==> config.mk <==
export PLATFORM = sky130hd
export DESIGN_NAME = mps_system_top
export DESIGN_NICKNAME = d
export VERILOG_FILES = /design/src/design/mps_pkg.sv /design/src/design/mps_axil_regs.sv /design/src/design/mps_intl_monitor.sv /design/src/design/mps_op_fsm.sv /design/src/design/mps_system_fsm.sv /design/src/design/mps_system_top.sv
export SDC_FILE = /design/constraint.sdc
export NUM_CORES = 1
export LEC_CHECK = 0
export BUFFER_PORTS_ARGS = -buffer_cell sky130_fd_sc_hd__buf_4
export CAP_MARGIN = 25
export CORE_ASPECT_RATIO = 0.7
export CORE_UTILIZATION = 44
export CTS_CLUSTER_SIZE = 40
export DETAILED_ROUTE_END_ITERATION = 8
export PLACE_DENSITY_LB_ADDON = 0.08
export SLEW_MARGIN = 20
export SYNTH_ARGS = -nofsm -noshare
export SYNTH_HDL_FRONTEND = slang
export SYNTH_HIERARCHICAL = 1
export SYNTH_SLANG_ARGS = --single-unit
==> constraint.sdc <==
create_clock -name i_clk -period 3.3 [get_ports i_clk]
set_input_delay 0.33 -clock i_clk [delete_from_list [all_inputs] [get_ports i_clk]]
set_output_delay 0.33 -clock i_clk [all_outputs]
set_load 0.01 [all_outputs]
==> src/design/mps_pkg.sv <==
package mps_pkg;

	// system operating mode, encoding is visible to software through REG_STATUS
	typedef enum logic [2:0] {
		OFF     = 3'd0,
		ON_SEQ  = 3'd1,
		READY   = 3'd2,
		RUN     = 3'd3,
		OFF_SEQ = 3'd4,
		INTL    = 3'd5
	} sys_state_e;

	typedef enum logic [3:0] {
		OP_IDLE     = 4'd0,
		OP_MC_CLOSE = 4'd1,
		OP_DC_WAIT  = 4'd2,
		OP_ON_DONE  = 4'd3,
		OP_ON_FAIL  = 4'd4,
		OP_MC_OPEN  = 4'd5,
		OP_OFF_DONE = 4'd6
	} op_state_e;

	// field order follows the REG_CMD bits, op_on sits in bit 0
	typedef struct packed {
		logic intl_clr;
		logic ready;
		logic run;
		logic op_off;
		logic op_on;
	} mps_cmd_t;

	typedef struct packed {
		op_state_e  state;
		logic       on_done;
		logic       off_done;
		logic       fail;
		logic [3:0] fail_code;
	} op_status_t;

	localparam int unsigned FAIL_MC_FB   = 0;  // contactor feedback never arrived
	localparam int unsigned FAIL_DC_V    = 1;  // dc link stayed below the minimum
	localparam int unsigned FAIL_MC_OPEN = 2;  // feedback stuck high on opening

	// latched bit order is analog[17:0], then ext_di[0], then ext_di[8:4]
	localparam int unsigned INTL_W = 24;

	typedef struct packed {
		logic              flag;
		logic [INTL_W-1:0] latched;
		logic [INTL_W-1:0] first;
	} intl_status_t;

	localparam int unsigned REG_CMD        = 0;
	localparam int unsigned REG_DO         = 1;
	localparam int unsigned REG_DC_V_MIN   = 2;
	localparam int unsigned REG_STATUS     = 3;
	localparam int unsigned REG_INTL       = 4;
	localparam int unsigned REG_INTL_FIRST = 5;
	localparam int unsigned REG_DI         = 6;
	localparam int unsigned REG_NUM        = 7;

	localparam int unsigned DO_W = 5;

	// REG_STATUS word: mode [2:0], op state [7:4], fail_code [11:8], pwm_en [12]
	typedef struct packed {
		logic [18:0] rsvd;
		logic        pwm_en;
		logic [3:0]  fail_code;
		op_state_e   op_state;
		logic        pad;
		sys_state_e  mode;
	} status_reg_t;

endpackage

==> src/design/mps_axil_regs.sv <==
module mps_axil_regs #(
	parameter int P_DATA_W = 32,
	parameter int P_ADDR_W = 5
)(
	input  logic                    i_clk,
	input  logic                    i_rst,

	input  logic [P_ADDR_W-1:0]     i_awaddr,
	input  logic                    i_awvalid,
	output logic                    o_awready,
	input  logic [P_DATA_W-1:0]     i_wdata,
	input  logic [P_DATA_W/8-1:0]   i_wstrb,
	input  logic                    i_wvalid,
	output logic                    o_wready,
	output logic [1:0]              o_bresp,
	output logic                    o_bvalid,
	input  logic                    i_bready,

	input  logic [P_ADDR_W-1:0]     i_araddr,
	input  logic                    i_arvalid,
	output logic                    o_arready,
	output logic [P_DATA_W-1:0]     o_rdata,
	output logic [1:0]              o_rresp,
	output logic                    o_rvalid,
	input  logic                    i_rready,

	output mps_pkg::mps_cmd_t       o_cmd,
	output logic [4:0]              o_do,
	output logic [31:0]             o_dc_v_min,

	input  mps_pkg::sys_state_e     i_mode,
	input  logic                    i_pwm_en,
	input  mps_pkg::op_status_t     i_op,
	input  mps_pkg::intl_status_t   i_intl,
	input  logic [15:0]             i_ext_di
);

	localparam int IDX_W = $clog2(mps_pkg::REG_NUM);

	logic [IDX_W-1:0]      wr_idx;
	logic [IDX_W-1:0]      rd_idx;
	logic                  wr_en;
	logic                  rd_en;
	logic [3:0]            fail_code_q;
	mps_pkg::status_reg_t  status;
	logic [P_DATA_W-1:0]   rd_mux;

	assign wr_idx = i_awaddr[IDX_W+1:2];
	assign rd_idx = i_araddr[IDX_W+1:2];
	assign wr_en = o_awready && i_awvalid && i_wvalid;
	assign rd_en = o_arready && i_arvalid;

	assign o_bresp = 2'b00;  // always OKAY
	assign o_rresp = 2'b00;

	// ~~~~~~~~~~~~~~~~~~~~~~~~~~~~~~~~~~~~~~~~~~~~~~~~~~~~~~~~~~~~~~~~~~~
	// write channel

	always_ff @(posedge i_clk or negedge i_rst)
	begin
		if (!i_rst)
		begin
			o_awready <= 1'b0;
			o_wready <= 1'b0;
			o_bvalid <= 1'b0;
		end
		else
		begin
			// address and data are taken together, never while a response waits
			o_awready <= !o_awready && i_awvalid && i_wvalid && !o_bvalid;
			o_wready <= !o_awready && i_awvalid && i_wvalid && !o_bvalid;
			if (wr_en)
				o_bvalid <= 1'b1;
			else if (i_bready)
				o_bvalid <= 1'b0;
		end
	end

	always_ff @(posedge i_clk or negedge i_rst)
	begin
		if (!i_rst)
		begin
			o_cmd <= '0;
			o_do <= '0;
			o_dc_v_min <= '0;
		end
		else
		begin
			o_cmd <= '0;  // strobes last a single cycle
			if (wr_en && wr_idx == IDX_W'(mps_pkg::REG_CMD) && i_wstrb[0])
				o_cmd <= mps_pkg::mps_cmd_t'(i_wdata[4:0]);
			if (wr_en && wr_idx == IDX_W'(mps_pkg::REG_DO) && i_wstrb[0])
				o_do <= i_wdata[mps_pkg::DO_W-1:0];
			if (wr_en && wr_idx == IDX_W'(mps_pkg::REG_DC_V_MIN))
			begin
				for (int b = 0; b < 4; b++)
				begin
					if (i_wstrb[b])
						o_dc_v_min[8*b +: 8] <= i_wdata[8*b +: 8];
				end
			end
		end
	end

	// the last failure stays readable until software starts a new on sequence
	always_ff @(posedge i_clk or negedge i_rst)
	begin
		if (!i_rst)
			fail_code_q <= '0;
		else if (o_cmd.op_on)
			fail_code_q <= '0;
		else if (i_op.fail)
			fail_code_q <= i_op.fail_code;
	end

	// ~~~~~~~~~~~~~~~~~~~~~~~~~~~~~~~~~~~~~~~~~~~~~~~~~~~~~~~~~~~~~~~~~~~
	// read channel

	always_comb
	begin
		status = '0;
		status.mode = i_mode;
		status.op_state = i_op.state;
		status.fail_code = fail_code_q;
		status.pwm_en = i_pwm_en;

		case (rd_idx)
			IDX_W'(mps_pkg::REG_DO):         rd_mux = P_DATA_W'(o_do);
			IDX_W'(mps_pkg::REG_DC_V_MIN):   rd_mux = P_DATA_W'(o_dc_v_min);
			IDX_W'(mps_pkg::REG_STATUS):     rd_mux = P_DATA_W'(status);
			IDX_W'(mps_pkg::REG_INTL):       rd_mux = P_DATA_W'(i_intl.latched);
			IDX_W'(mps_pkg::REG_INTL_FIRST): rd_mux = P_DATA_W'(i_intl.first);
			IDX_W'(mps_pkg::REG_DI):         rd_mux = P_DATA_W'(i_ext_di);
			default:                         rd_mux = '0;  // REG_CMD reads as zero
		endcase
	end

	always_ff @(posedge i_clk or negedge i_rst)
	begin
		if (!i_rst)
		begin
			o_arready <= 1'b0;
			o_rvalid <= 1'b0;
		end
		else
		begin
			o_arready <= !o_arready && i_arvalid && !o_rvalid;
			if (rd_en)
				o_rvalid <= 1'b1;
			else if (i_rready)
				o_rvalid <= 1'b0;
		end
	end

	always_ff @(posedge i_clk)
	begin
		if (rd_en)
			o_rdata <= rd_mux;  // held while rvalid waits
	end

endmodule

==> src/design/mps_intl_monitor.sv <==
module mps_intl_monitor (
	input  logic                   i_clk,
	input  logic                   i_rst,
	input  logic [17:0]            i_analog_intl,
	input  logic [15:0]            i_ext_di,
	input  logic                   i_clr,
	output mps_pkg::intl_status_t  o_intl
);

	logic [mps_pkg::INTL_W-1:0] src;
	logic [mps_pkg::INTL_W-1:0] latched;
	logic [mps_pkg::INTL_W-1:0] first;
	logic                       flag;
	logic                       clr_ok;

	assign src = {i_ext_di[8:4], i_ext_di[0], i_analog_intl};
	assign clr_ok = i_clr && !(|src);  // a live source blocks the clear

	always_ff @(posedge i_clk or negedge i_rst)
	begin
		if (!i_rst)
		begin
			flag <= 1'b0;
			latched <= '0;
			first <= '0;
		end
		else
		begin
			flag <= |src;
			if (clr_ok)
			begin
				latched <= '0;
				first <= '0;
			end
			else
			begin
				latched <= latched | src;
				if (latched == '0 && src != '0)
					first <= src;  // snapshot of the sources that tripped first
			end
		end
	end

	assign o_intl = {flag, latched, first};

endmodule

==> src/design/mps_op_fsm.sv <==
module mps_op_fsm #(
	parameter int P_SEQ_TIMEOUT = 1000
)(
	input  logic                 i_clk,
	input  logic                 i_rst,
	input  logic                 i_on_start,
	input  logic                 i_off_start,
	input  logic                 i_intl_flag,
	input  logic [31:0]          i_dc_v,
	input  logic [31:0]          i_dc_v_min,
	input  logic                 i_mc_fb,
	output logic [2:0]           o_mc,
	output mps_pkg::op_status_t  o_op
);

	localparam int CNT_W = $clog2(P_SEQ_TIMEOUT + 1);

	mps_pkg::op_state_e state;
	mps_pkg::op_state_e state_nxt;
	logic [CNT_W-1:0]   cnt;
	logic               waiting;
	logic               timeout;
	logic               fail_nxt;
	logic [3:0]         code_nxt;
	logic               on_done;
	logic               off_done;
	logic               fail;
	logic [3:0]         fail_code;

	assign waiting = (state == mps_pkg::OP_MC_CLOSE) || (state == mps_pkg::OP_DC_WAIT)
		|| (state == mps_pkg::OP_MC_OPEN);
	assign timeout = (cnt == CNT_W'(P_SEQ_TIMEOUT - 1));

	// ~~~~~~~~~~~~~~~~~~~~~~~~~~~~~~~~~~~~~~~~~~~~~~~~~~~~~~~~~~~~~~~~~~~
	// next state

	always_comb
	begin
		state_nxt = state;
		fail_nxt = 1'b0;
		code_nxt = '0;
		case (state)
			mps_pkg::OP_IDLE:
				if (i_on_start && !i_intl_flag)
					state_nxt = mps_pkg::OP_MC_CLOSE;
			mps_pkg::OP_MC_CLOSE:
				if (i_mc_fb)
					state_nxt = mps_pkg::OP_DC_WAIT;
				else if (timeout)
				begin
					state_nxt = mps_pkg::OP_ON_FAIL;
					fail_nxt = 1'b1;
					code_nxt[mps_pkg::FAIL_MC_FB] = 1'b1;
				end
			mps_pkg::OP_DC_WAIT:
				if (i_dc_v >= i_dc_v_min)
					state_nxt = mps_pkg::OP_ON_DONE;
				else if (timeout)
				begin
					state_nxt = mps_pkg::OP_ON_FAIL;
					fail_nxt = 1'b1;
					code_nxt[mps_pkg::FAIL_DC_V] = 1'b1;
				end
			mps_pkg::OP_ON_DONE:
				if (i_off_start)
					state_nxt = mps_pkg::OP_MC_OPEN;
			mps_pkg::OP_MC_OPEN:
				if (!i_mc_fb)
					state_nxt = mps_pkg::OP_OFF_DONE;
				else if (timeout)
				begin
					// still report off_done so the system side leaves OFF_SEQ
					state_nxt = mps_pkg::OP_OFF_DONE;
					fail_nxt = 1'b1;
					code_nxt[mps_pkg::FAIL_MC_OPEN] = 1'b1;
				end
			default:
				state_nxt = mps_pkg::OP_IDLE;  // ON_FAIL and OFF_DONE last one cycle
		endcase

		if (i_intl_flag && ((state == mps_pkg::OP_MC_CLOSE) || (state == mps_pkg::OP_DC_WAIT)
			|| (state == mps_pkg::OP_ON_DONE)))
		begin
			state_nxt = mps_pkg::OP_MC_OPEN;
			fail_nxt = 1'b0;
			code_nxt = '0;
		end
	end

	// ~~~~~~~~~~~~~~~~~~~~~~~~~~~~~~~~~~~~~~~~~~~~~~~~~~~~~~~~~~~~~~~~~~~
	// registered outputs

	always_ff @(posedge i_clk or negedge i_rst)
	begin
		if (!i_rst)
		begin
			state <= mps_pkg::OP_IDLE;
			cnt <= '0;
			on_done <= 1'b0;
			off_done <= 1'b0;
			fail <= 1'b0;
			fail_code <= '0;
			o_mc <= '0;
		end
		else
		begin
			state <= state_nxt;
			if (state_nxt != state || !waiting)
				cnt <= '0;
			else
				cnt <= cnt + 1'b1;
			on_done <= (state_nxt == mps_pkg::OP_ON_DONE) && (state != mps_pkg::OP_ON_DONE);
			off_done <= (state_nxt == mps_pkg::OP_OFF_DONE);
			fail <= fail_nxt;
			if (fail_nxt)
				fail_code <= code_nxt;
			else if (i_on_start)
				fail_code <= '0;

			// mc bits are {fan, precharge, main}
			case (state_nxt)
				mps_pkg::OP_MC_CLOSE, mps_pkg::OP_DC_WAIT: o_mc <= 3'b111;
				mps_pkg::OP_ON_DONE:                       o_mc <= 3'b101;  // precharge drops out
				default:                                   o_mc <= 3'b000;
			endcase
		end
	end

	always_comb
	begin
		o_op.state = state;
		o_op.on_done = on_done;
		o_op.off_done = off_done;
		o_op.fail = fail;
		o_op.fail_code = fail_code;
	end

endmodule

==> src/design/mps_system_fsm.sv <==
module mps_system_fsm (
	input  logic                 i_clk,
	input  logic                 i_rst,
	input  mps_pkg::mps_cmd_t    i_cmd,
	input  logic                 i_intl_flag,
	input  mps_pkg::op_status_t  i_op,
	output mps_pkg::sys_state_e  o_mode,
	output logic                 o_pwm_en,
	output logic                 o_on_start,
	output logic                 o_off_start,
	output logic                 o_dc_v_under_intl_en
);

	mps_pkg::sys_state_e state;
	mps_pkg::sys_state_e state_nxt;

	always_comb
	begin
		state_nxt = state;
		case (state)
			mps_pkg::OFF:
				if (i_cmd.op_on)
					state_nxt = mps_pkg::ON_SEQ;
			mps_pkg::ON_SEQ:
				if (i_op.on_done)
					state_nxt = mps_pkg::READY;
				else if (i_op.fail)
					state_nxt = mps_pkg::OFF;
			mps_pkg::READY:
				if (i_cmd.op_off)
					state_nxt = mps_pkg::OFF_SEQ;
				else if (i_cmd.run)
					state_nxt = mps_pkg::RUN;
			mps_pkg::RUN:
				if (i_cmd.op_off)
					state_nxt = mps_pkg::OFF_SEQ;
				else if (i_cmd.ready)
					state_nxt = mps_pkg::READY;
			mps_pkg::OFF_SEQ:
				if (i_op.off_done)
					state_nxt = mps_pkg::OFF;
			mps_pkg::INTL:
				if (i_cmd.intl_clr && !i_intl_flag)
					state_nxt = mps_pkg::OFF;
			default:
				state_nxt = mps_pkg::OFF;
		endcase

		// an interlock overrides every other event
		if (i_intl_flag)
			state_nxt = mps_pkg::INTL;
	end

	always_ff @(posedge i_clk or negedge i_rst)
	begin
		if (!i_rst)
		begin
			state <= mps_pkg::OFF;
			o_on_start <= 1'b0;
			o_off_start <= 1'b0;
		end
		else
		begin
			state <= state_nxt;
			o_on_start <= (state == mps_pkg::OFF) && (state_nxt == mps_pkg::ON_SEQ);
			o_off_start <= (state != mps_pkg::OFF_SEQ) && (state_nxt == mps_pkg::OFF_SEQ);
		end
	end

	// the flag drops pwm one cycle ahead of the INTL state
	assign o_pwm_en = (state == mps_pkg::RUN) && !i_intl_flag;
	assign o_mode = state;
	assign o_dc_v_under_intl_en = (state == mps_pkg::READY) || (state == mps_pkg::RUN);

endmodule

==> src/design/mps_system_top.sv <==
module mps_system_top #(
	parameter int P_DATA_W = 32,
	parameter int P_ADDR_W = 5,
	parameter int P_SEQ_TIMEOUT = 1000
)(
	input  logic                   i_clk,
	input  logic                   i_rst,

	input  logic [17:0]            i_analog_intl,
	input  logic [31:0]            i_dc_v,
	input  logic [15:0]            i_ext_di,

	input  logic [P_ADDR_W-1:0]    i_s_axi_awaddr,
	input  logic                   i_s_axi_awvalid,
	output logic                   o_s_axi_awready,
	input  logic [P_DATA_W-1:0]    i_s_axi_wdata,
	input  logic [P_DATA_W/8-1:0]  i_s_axi_wstrb,
	input  logic                   i_s_axi_wvalid,
	output logic                   o_s_axi_wready,
	output logic [1:0]             o_s_axi_bresp,
	output logic                   o_s_axi_bvalid,
	input  logic                   i_s_axi_bready,
	input  logic [P_ADDR_W-1:0]    i_s_axi_araddr,
	input  logic                   i_s_axi_arvalid,
	output logic                   o_s_axi_arready,
	output logic [P_DATA_W-1:0]    o_s_axi_rdata,
	output logic [1:0]             o_s_axi_rresp,
	output logic                   o_s_axi_rvalid,
	input  logic                   i_s_axi_rready,

	output logic                   o_pwm_en,
	output logic [7:0]             o_ext_do,
	output mps_pkg::sys_state_e    o_mps_fsm_m,
	output mps_pkg::op_state_e     o_op_state,
	output logic                   o_dc_v_under_intl_en
);

	mps_pkg::mps_cmd_t      cmd;
	mps_pkg::intl_status_t  intl;
	mps_pkg::op_status_t    op;
	logic [4:0]             do_bits;
	logic [31:0]            dc_v_min;
	logic                   on_start;
	logic                   off_start;
	logic [2:0]             mc;

	mps_axil_regs #(
		.P_DATA_W (P_DATA_W),
		.P_ADDR_W (P_ADDR_W)
	) u_regs (
		.i_clk      (i_clk),
		.i_rst      (i_rst),
		.i_awaddr   (i_s_axi_awaddr),
		.i_awvalid  (i_s_axi_awvalid),
		.o_awready  (o_s_axi_awready),
		.i_wdata    (i_s_axi_wdata),
		.i_wstrb    (i_s_axi_wstrb),
		.i_wvalid   (i_s_axi_wvalid),
		.o_wready   (o_s_axi_wready),
		.o_bresp    (o_s_axi_bresp),
		.o_bvalid   (o_s_axi_bvalid),
		.i_bready   (i_s_axi_bready),
		.i_araddr   (i_s_axi_araddr),
		.i_arvalid  (i_s_axi_arvalid),
		.o_arready  (o_s_axi_arready),
		.o_rdata    (o_s_axi_rdata),
		.o_rresp    (o_s_axi_rresp),
		.o_rvalid   (o_s_axi_rvalid),
		.i_rready   (i_s_axi_rready),
		.o_cmd      (cmd),
		.o_do       (do_bits),
		.o_dc_v_min (dc_v_min),
		.i_mode     (o_mps_fsm_m),
		.i_pwm_en   (o_pwm_en),
		.i_op       (op),
		.i_intl     (intl),
		.i_ext_di   (i_ext_di)
	);

	mps_intl_monitor u_intl (
		.i_clk         (i_clk),
		.i_rst         (i_rst),
		.i_analog_intl (i_analog_intl),
		.i_ext_di      (i_ext_di),
		.i_clr         (cmd.intl_clr),
		.o_intl        (intl)
	);

	mps_system_fsm u_sys_fsm (
		.i_clk                (i_clk),
		.i_rst                (i_rst),
		.i_cmd                (cmd),
		.i_intl_flag          (intl.flag),
		.i_op                 (op),
		.o_mode               (o_mps_fsm_m),
		.o_pwm_en             (o_pwm_en),
		.o_on_start           (on_start),
		.o_off_start          (off_start),
		.o_dc_v_under_intl_en (o_dc_v_under_intl_en)
	);

	// ext_di[1] carries the main contactor auxiliary contact
	mps_op_fsm #(
		.P_SEQ_TIMEOUT (P_SEQ_TIMEOUT)
	) u_op_fsm (
		.i_clk       (i_clk),
		.i_rst       (i_rst),
		.i_on_start  (on_start),
		.i_off_start (off_start),
		.i_intl_flag (intl.flag),
		.i_dc_v      (i_dc_v),
		.i_dc_v_min  (dc_v_min),
		.i_mc_fb     (i_ext_di[1]),
		.o_mc        (mc),
		.o_op        (op)
	);

	assign o_ext_do = {do_bits, mc};
	assign o_op_state = op.state;

endmodule

* Yosys cells after proc, flatten, opt, wreduce, memory -nomap -nowiden
Index checks and enable logic that the tools add are counted.
** Storage, ports and cells
- Input port bits :: 119
- Register bits after elaboration :: 160
- Word-level logic and storage cells :: 154
- Output and inout bits :: 58
** Cells by class
- $add $sub $neg :: 1
- Bitwise logic cells :: 1
- Mux-type cells :: 45
- Reductions and logical operators :: 50
- Equal/unequal tests :: 27
- Magnitude comparators :: 1
** Operator list (number)
- $pmux 32 s6 :: 1
- $mux 24 :: 3
- $mux 4 :: 12
- $mux 3 :: 11
- $ge 32x32->1 :: 1
- $logic_not 24->1 :: 1
- $or 24x24->24 :: 1
- $reduce_bool 24->1 :: 1
- $reduce_or 24->1 :: 1
- $logic_and 1x1->1 :: 22
- $pmux 4 s5 :: 1
- $eq 3x3->1 const B :: 6
- $pmux 3 s6 :: 1
- $eq 4x2->1 const B :: 4
- $eq 3x2->1 const B :: 5
- $eq 3x1->1 const B :: 4
- $mux 1 :: 12
- $add 10x1->10 const B :: 1
- $eq 10x10->1 const B :: 1
- $mux 10 :: 1
- $reduce_bool 2->1 :: 5
- $eq 4x1->1 const B :: 2
- $eq 4x3->1 const B :: 2
- $reduce_and 2->1 :: 4
- 11 further kinds :: 22

* Longest topological paths before layout
Gate-level depths: netlist (run 1).
- Depth in word-level cells :: 8
- Gate-level depth with buffers :: 8
- Mapped depth without buffers :: 8

* Cells and area by module
Netlist (run 1), hierarchy kept.
** By module, submodules not included
- mps_axil_regs :: times used 1, cells each 279, sequential area each 2212.1 µm², area an instance 3932.5 µm²
- mps_intl_monitor :: times used 1, cells each 197, sequential area each 1226.2 µm², area an instance 2157.1 µm²
- mps_op_fsm :: times used 1, cells each 241, sequential area each 550.5 µm², area an instance 2031.9 µm²
- mps_system_fsm :: times used 1, cells each 30, sequential area each 125.1 µm², area an instance 277.8 µm²

* Least setup slack after synthesis (run 1)
No wires, ideal clock.
- Kind :: reg2reg
- Start :: reg u_regs.o_dc_v_min[13]
- End :: reg u_op_fsm.fail_code[0]
- Cell stages (with the launch flop) :: 9
- Arrival time :: 2.186 ns
- Setup time :: 0.120 ns
- Path slack :: 0.994 ns
- Path buffers :: 0
- Period minus slack after synthesis :: 2.306 ns
- Required time :: 3.180 ns
- Cells stage by stage :: dfrtp_1 > inv_1 > ha_1 > a21o_1 > a21o_1 > a221o_1 > o31a_1 > or3_4 > a31o_1
** Between the ends
- Longest elaborated chain between the ends :: 5
- Elaborated cells on any way between the ends :: 6
- Classes of those cells :: order compare: 1; mux: 4; reduce/logical: 1
** RTL lines
- from (decl) :: line mps_axil_regs.sv:29 : output logic [31:0] o_dc_v_min,
- from (signal, indexed assignment) :: line mps_axil_regs.sv:99 : o_dc_v_min[8*b +: 8] <= i_wdata[8*b +: 8];
- $ge 32x32->1 * :: line mps_op_fsm.sv:56 : if (i_dc_v >= i_dc_v_min)
- $mux 1 * :: line mps_op_fsm.sv:56
- $pmux 1 s3 * :: line mps_op_fsm.sv:42 : case (state)
- $mux 1 * :: line mps_op_fsm.sv:81 : if (i_intl_flag && ((state == mps_pkg::OP_MC_CLOSE) || (state == mps_pkg::OP_DC_WAIT)
- $mux 4 / $reduce_bool 2->1 (equally long branches)
- to (signal assigned) :: line mps_op_fsm.sv:116 : fail_code <= code_nxt;
- to (decl) :: line mps_op_fsm.sv:28 : logic [3:0] fail_code;
Mark *: on every way between the ends. The rest lies on a longest branch, timed or not.
A chain may end at the register's enable or synchronous reset.

* Worst setup path in the final report (run 1)
- Start :: reg u_regs.o_dc_v_min[0]
- End :: reg u_op_fsm.cnt[3]
** Between the ends
- Longest elaborated chain between the ends :: 7
** RTL lines
- $ge 32x32->1 :: line mps_op_fsm.sv:56
- $mux 4 :: line mps_op_fsm.sv:56
- $pmux 4 s5 :: line mps_op_fsm.sv:42
- $mux 4 :: line mps_op_fsm.sv:81
- $ne 4x4->1 :: line mps_op_fsm.sv:108 : if (state_nxt != state || !waiting)
- $logic_or 1x1->1 :: line mps_op_fsm.sv:108
- $mux 10 :: line mps_op_fsm.sv:108
- to (signal assigned) :: line mps_op_fsm.sv:111 : cnt <= cnt + 1'b1;
- to (decl) :: line mps_op_fsm.sv:20 : logic [CNT_W-1:0] cnt;
Every way passes these cells.

==> impl_metrics.tcl, run 1 <==
set metrics [dict create \
    cts_made_buffers 17 \
    synth_edf_count 32 \
    setup_ws_ns 0.280 \
    final_cell_mix "176 x buf_4, 126 x dfrtp_1, 68 x inv_1" \
    ys_ff_latch 158 \
    ys_seq_area_frac 0.490 \
    skew_ns 0.00735 \
    post_cts_buffers 0 \
    synthDistinctLibCells 76 \
    drive_gt1_frac 0.294 \
    fmax_mhz 331 \
    whs_ns -0.0102 \
    worst_r2r_endpoint "u_op_fsm/cnt[3]" \
    total_power_w 0.00469 \
    die_h_um 118 \
    fin_cells 1155 \
    clock_latency_ns 0.43 \
    syn_area_per_cell_um2 11.2 \
    num_vias 6426 \
    synth_top_area_cell "dfrtp_1" \
    rsz0062_at_grt "no" \
    async_flop_share 0.797 \
    area.growth.synth_to_final_pct 23.1 \
    yosys_most_used_dff "dfrtp_1" \
    syn-instance-count 747 \
    drc 0 \
    crit_fanout 10 \
    cts.path.max_buffers 2 \
    r2r_setup_slack_ns 0.28 \
    wl_per_cell_um 20.2 \
    reg2reg_depth 8 \
    grt_start_max_net_pins 62 \
    gp_congestion 0.882 \
    rows 41 \
    critPathTopFamily "compound AO/OA/AOI/OAI gates" \
    postRouteAntennaNets 0 \
    critPathBufInv 1 \
    antenna_found_initial 0 \
    required_ns 3.64 \
    p_per_area_mw_per_mm2 453 \
    diodes 0 \
    slew_headroom 0.386 \
    pre_cts_ws_ns 0.318 \
    end_kind "flip-flop" \
    setup-violations-final 0 \
    synth_area_mm2 0.00840 \
    synth_top_area_frac 0.375 \
    worstMarginPinSlew_ns 0.921 \
    layout_commonest_cell "buf_4" \
    final_area_mm2 0.0103 \
    cts.htree.levels 4 \
    wirelength_um 23300 \
    cts_root_buffer "clkbuf_16" \
    cts_hold_buf 0 \
    crit_path_max_incr_delay_ns 0.72 \
    worst_ep_arrival_time_ns 3.36 \
    ios 177 \
    outcome "finished, violations left" \
    via_per_inst 5.56 \
    grt_pass1_wl_um 36200 \
    first_global_vias 6367 \
    finalSetupTns_ns 0 \
    grt-ovfl-total 0 \
    grt_usage 0.245 \
    die_w_um 167 \
    dieArea_mm2 0.0197 \
    r2r-start "u_regs/o_dc_v_min[0]" \
    violations "negative hold slack" \
    initial_core_util 0.457 \
    peakVddDrop_uv 291 \
    drv_slew 0 \
    cts_tree "done" \
    drtIter0Drc 491 \
    p_leak_nw 4.71 \
    yosys-top-cells-area "dfrtp_1 38%, edfxtp_1 11%, mux2_4 5.9%" \
    dr.pass1.iters 6 \
    drv_cap 0 \
    cts_sinks 158 \
    hold_viol_final 3 \
    core_mm2 0.0184 \
    finalCritPeriodShare 0.915 \
    dpl.hpwl_um 17500 \
    clk_pin_slew_ns 0.06 \
    finalCriticalPeriod_ns 3.02 \
    worstHoldPathType "in -> async" \
    port-buffer-count 168 \
    yosysWarnings 6 \
    placed_cell_area_mm2 0.00973 \
    dp.cells 1123 \
    slowest_stage "a2111oi_0" \
    cts_resized 0 \
    nNetsFinal 1058 \
    path_class "reg -> reg" \
    crit_chain "ha_1, nand2b_1, a2111oi_0, buf_4, nor4b_1, o311ai_1, o211ai_2, nor3_1" \
    crit_path_start_kind "flip-flop" \
]
flip-flops by register name, summed over array words and instances, names as in the netlist, 2 cells and up:
| name | flops |
|---|---|
| u_intl/first | 24 |
| u_intl/latched | 24 |
| u_op_fsm/cnt | 10 |
| u_op_fsm/fail_code | 3 |
| u_op_fsm/o_mc | 2 |
| u_op_fsm/state | 4 |
| u_regs/fail_code_q | 4 |
| u_regs/o_cmd | 5 |
| u_regs/o_dc_v_min | 32 |
| u_regs/o_do | 5 |
| u_regs/o_rdata | 32 |
| u_sys_fsm/o_mode | 3 |
cells in the mapped netlist (8+ instances only):
master,number
dfrtp_1,126
inv_1,68
nor2_1,66
o21ai_0,45
mux2i_1,42
ha_1,33
mux2_4,33
nand2_1,33
edfxtp_1,32
a21oi_1,17
nor3_1,16
a22oi_1,15
buf_4,15
and2_1,14
nor2b_1,14
nand3_1,11
buf_6,9
mux2_2,9
clkbuf_1,8
nor4_1,8
layer usage:
layer / up-vias / track usage / routed length [µm]
met1: 3170 / 0.362 / 11100
met4: 0 / 0.0591 / 337
met2: 249 / 0.362 / 10300
li1: 2982 / - / -
met5: - / 0 / 0
met3: 25 / 0.0562 / 1510
worst register-to-register path: stages, from the launching register on:
cell and delay (ns):
dfrtp_1 0.40, ha_1 0.28, nand2b_1 0.14, a2111oi_0 0.72, buf_4 0.24, nor4b_1 0.07
o311ai_1 0.49, o211ai_2 0.33, nor3_1 0.26
layout make-up:
cell class / count / area [µm²]
Clock buffer: 22 / 475
Clock inverter: 10 / 135
Fill cell: 1566 / 8020
Inverter: 68 / 255
Multi-Input combinational cell: 484 / 3730
Sequential cell: 158 / 4110
Tap cell: 236 / 295
Timing Repair Buffer: 177 / 1340
kinds of logic after synthesis:
kind of cell	count (synthesis)	share of synthesized area
DFF	158	0.490
buffers and inverters	109	0.0684
AOI/OAI and AO/OA	135	0.112
xor gates and xnor gates	11	0.0115
other	2	0.000894
and+or+nand+nor	215	0.147
adders and majority gates	33	0.0492
muxes	84	0.121
per-stage QoR:
stage | util | hold WS [ns]
finish | 0.563 | -0.0102
global placement | 0.530 | 0.434
CTS | 0.563 | 0.0270
floorplan | - | 0.0344
detailed placement | 0.530 | 0.453
global route | 0.563 | 0.0396
worst max-delay path by stage:
| stage | from | to | slack (ns) | depth (start not counted) |
|---|---|---|---|---|
| 2_1_floorplan | u_regs/o_dc_v_min[13] | u_op_fsm/fail_code[0] | 0.99 | 8 |
| 3_3_place_gp | i_dc_v[0] | u_op_fsm/cnt[1] | 0.31 | 10 |
| 3_5_place_dp | i_dc_v[0] | u_op_fsm/cnt[3] | 0.32 | 10 |
| 4_1_cts | u_regs/o_dc_v_min[0] | u_op_fsm/cnt[3] | 0.34 | 8 |
| 5_1_grt | u_regs/o_dc_v_min[0] | u_op_fsm/cnt[1] | 0.09 | 8 |
| 6_report | u_regs/o_dc_v_min[0] | u_op_fsm/cnt[3] | 0.28 | 8 |
report_power, final:
part	internal (W)	total [W]	switching, W
Combinational	0.000257	0.000528	0.000272
Clock	0.00125	0.00206	0.000806
Sequential	0.00206	0.00210	0.0000429
Total	0.00357	0.00469	0.00112
Power figures use the tool's default switching activity.
==> run 2: changes to the inputs <==
Settings changed: CORE_ASPECT_RATIO 0.7 to 1.2, CORE_UTILIZATION 44 to 40.
Clock period 3.3 ns to 3.7 ns, I/O delays scaled along.
==> run 2 against run 1 <==
The flow now finishes without violations; routed wire length rose by 2.1%; maximum frequency grew 6.5%; critical path depth is 1 lower; largest cell class unchanged; largest power group unchanged.
==> impl_metrics.tcl, run 2 (same netlist as run 1, synthesis figures left out) <==
set metrics [dict create \
    outcome "completed" \
    drtIter0Drc 355 \
    end_kind "flip-flop" \
    total_power_w 0.00398 \
    wirelength_um 23800 \
    path_class "reg -> reg" \
    postRouteAntennaNets 0 \
    die_w_um 134 \
    finalSetupTns_ns 0 \
    hold_viol_final 0 \
    worstHoldPathType "in -> async" \
    rows 57 \
    worstMarginPinSlew_ns 0.906 \
    grt_start_max_net_pins 66 \
    placed_cell_area_mm2 0.00975 \
    port-buffer-count 168 \
    fmax_mhz 353 \
    cts_resized 0 \
    wl_per_cell_um 20.1 \
    dieArea_mm2 0.0216 \
    crit_path_start_kind "flip-flop" \
    multi_input_area_mm2 0.00373 \
    antenna_found_initial 0 \
    grt_pass1_wl_um 36900 \
    cts.path.max_buffers 2 \
    first_global_vias 6645 \
    cts_made_buffers 17 \
    cts.htree.levels 4 \
    initial_core_util 0.412 \
    skew_ns 0.00590 \
    cts_tree "done" \
    p_leak_nw 4.69 \
    slew_headroom 0.395 \
    whs_ns 0.0670 \
    fill_cells 1923 \
    peakVddDrop_uv 312 \
    cts_hold_buf 0 \
    final_area_mm2 0.0103 \
    worst_ep_arrival_time_ns 3.15 \
    p_per_area_mw_per_mm2 386 \
    area.growth.synth_to_final_pct 22.7 \
    seq_area_mm2 0.00411 \
    cts_sinks 158 \
    post_cts_buffers 0 \
    required_ns 4.02 \
    drc 0 \
    num_vias 6432 \
    setup_ws_ns 0.864 \
    cts_root_buffer "clkbuf_16" \
    grt_usage 0.228 \
    grt-ovfl-total 0 \
    drv_cap 0 \
    layout_commonest_cell "buf_4" \
    setup-violations-final 0 \
    rsz0062_at_grt "no" \
    core_mm2 0.0204 \
    reg.largest.list "u_regs/o_dc_v_min (32), u_regs/o_rdata (32)" \
    gp_congestion 0.854 \
    ios 177 \
    dpl.hpwl_um 18100 \
    finalCritPeriodShare 0.766 \
    die_h_um 161 \
    clk_pin_slew_ns 0.06 \
    pre_cts_ws_ns 0.834 \
    clock_latency_ns 0.42 \
    via_per_inst 5.43 \
    dr.pass1.iters 5 \
    drv_slew 0 \
    final_cell_mix "176 x buf_4, 126 x dfrtp_1, 68 x inv_1" \
    drive_gt1_frac 0.293 \
    nNetsFinal 1058 \
    crit_fanout 10 \
    finalCriticalPeriod_ns 2.84 \
    diodes 0 \
]
[run 2: layout make-up]
type                    instances  area share
clock buffers                  18      0.0416
clock inverters                14      0.0113
inverters                      68      0.0248
multi-input cells             484       0.361
flip-flops and latches        158       0.399
well taps                     265      0.0322
repair buffers                177       0.130
[run 2: worst paths after layout]
check                           cells after the start                  from  slack [ns]                    to
worst max-delay path                                7  u_regs/o_dc_v_min[0]        0.86       u_op_fsm/cnt[6]
worst min-delay path                                1                 i_rst        0.07       u_regs/o_rvalid
worst max register to register                      7  u_regs/o_dc_v_min[0]        0.86       u_op_fsm/cnt[6]
worst min register to register                      1       u_regs/o_bvalid        0.46       u_regs/o_wready
max in group asynchronous                           2                 i_rst        2.54  u_regs/o_dc_v_min[5]
min in group i_clk                                  2        i_s_axi_bready        0.14       u_regs/o_bvalid
[run 2: report_power, final]
group	leakage (nW)	switching [W]	internal, W
clock network	0.267	0.000709	0.000924
logic	2.55	0.000240	0.000228
registers	1.87	0.0000414	0.00183
[run 2: worst max-delay path, cell delays in order, from the launching register on]
cell	delay [ns]
dfrtp_1	0.41
ha_1	0.27
nand2b_1	0.14
a2111oi_0	0.64
nor4b_1	0.22
o311ai_1	0.46
o211ai_2	0.32
nor3_1	0.29
[run 2: stage by stage]
step | cells | util
floorplan | 751 | -
global placement | 1151 | 0.478
detailed placement | 1151 | 0.478
CTS | 1183 | 0.505
global route | 1184 | 0.505
finish | 1184 | 0.505
[run 2: per-layer routing]
metal | GRT usage | wire length [µm]
met5 | 0 | 0
met4 | 0.0771 | 629
met3 | 0.0496 | 1320
met2 | 0.383 | 12000
met1 | 0.290 | 9870
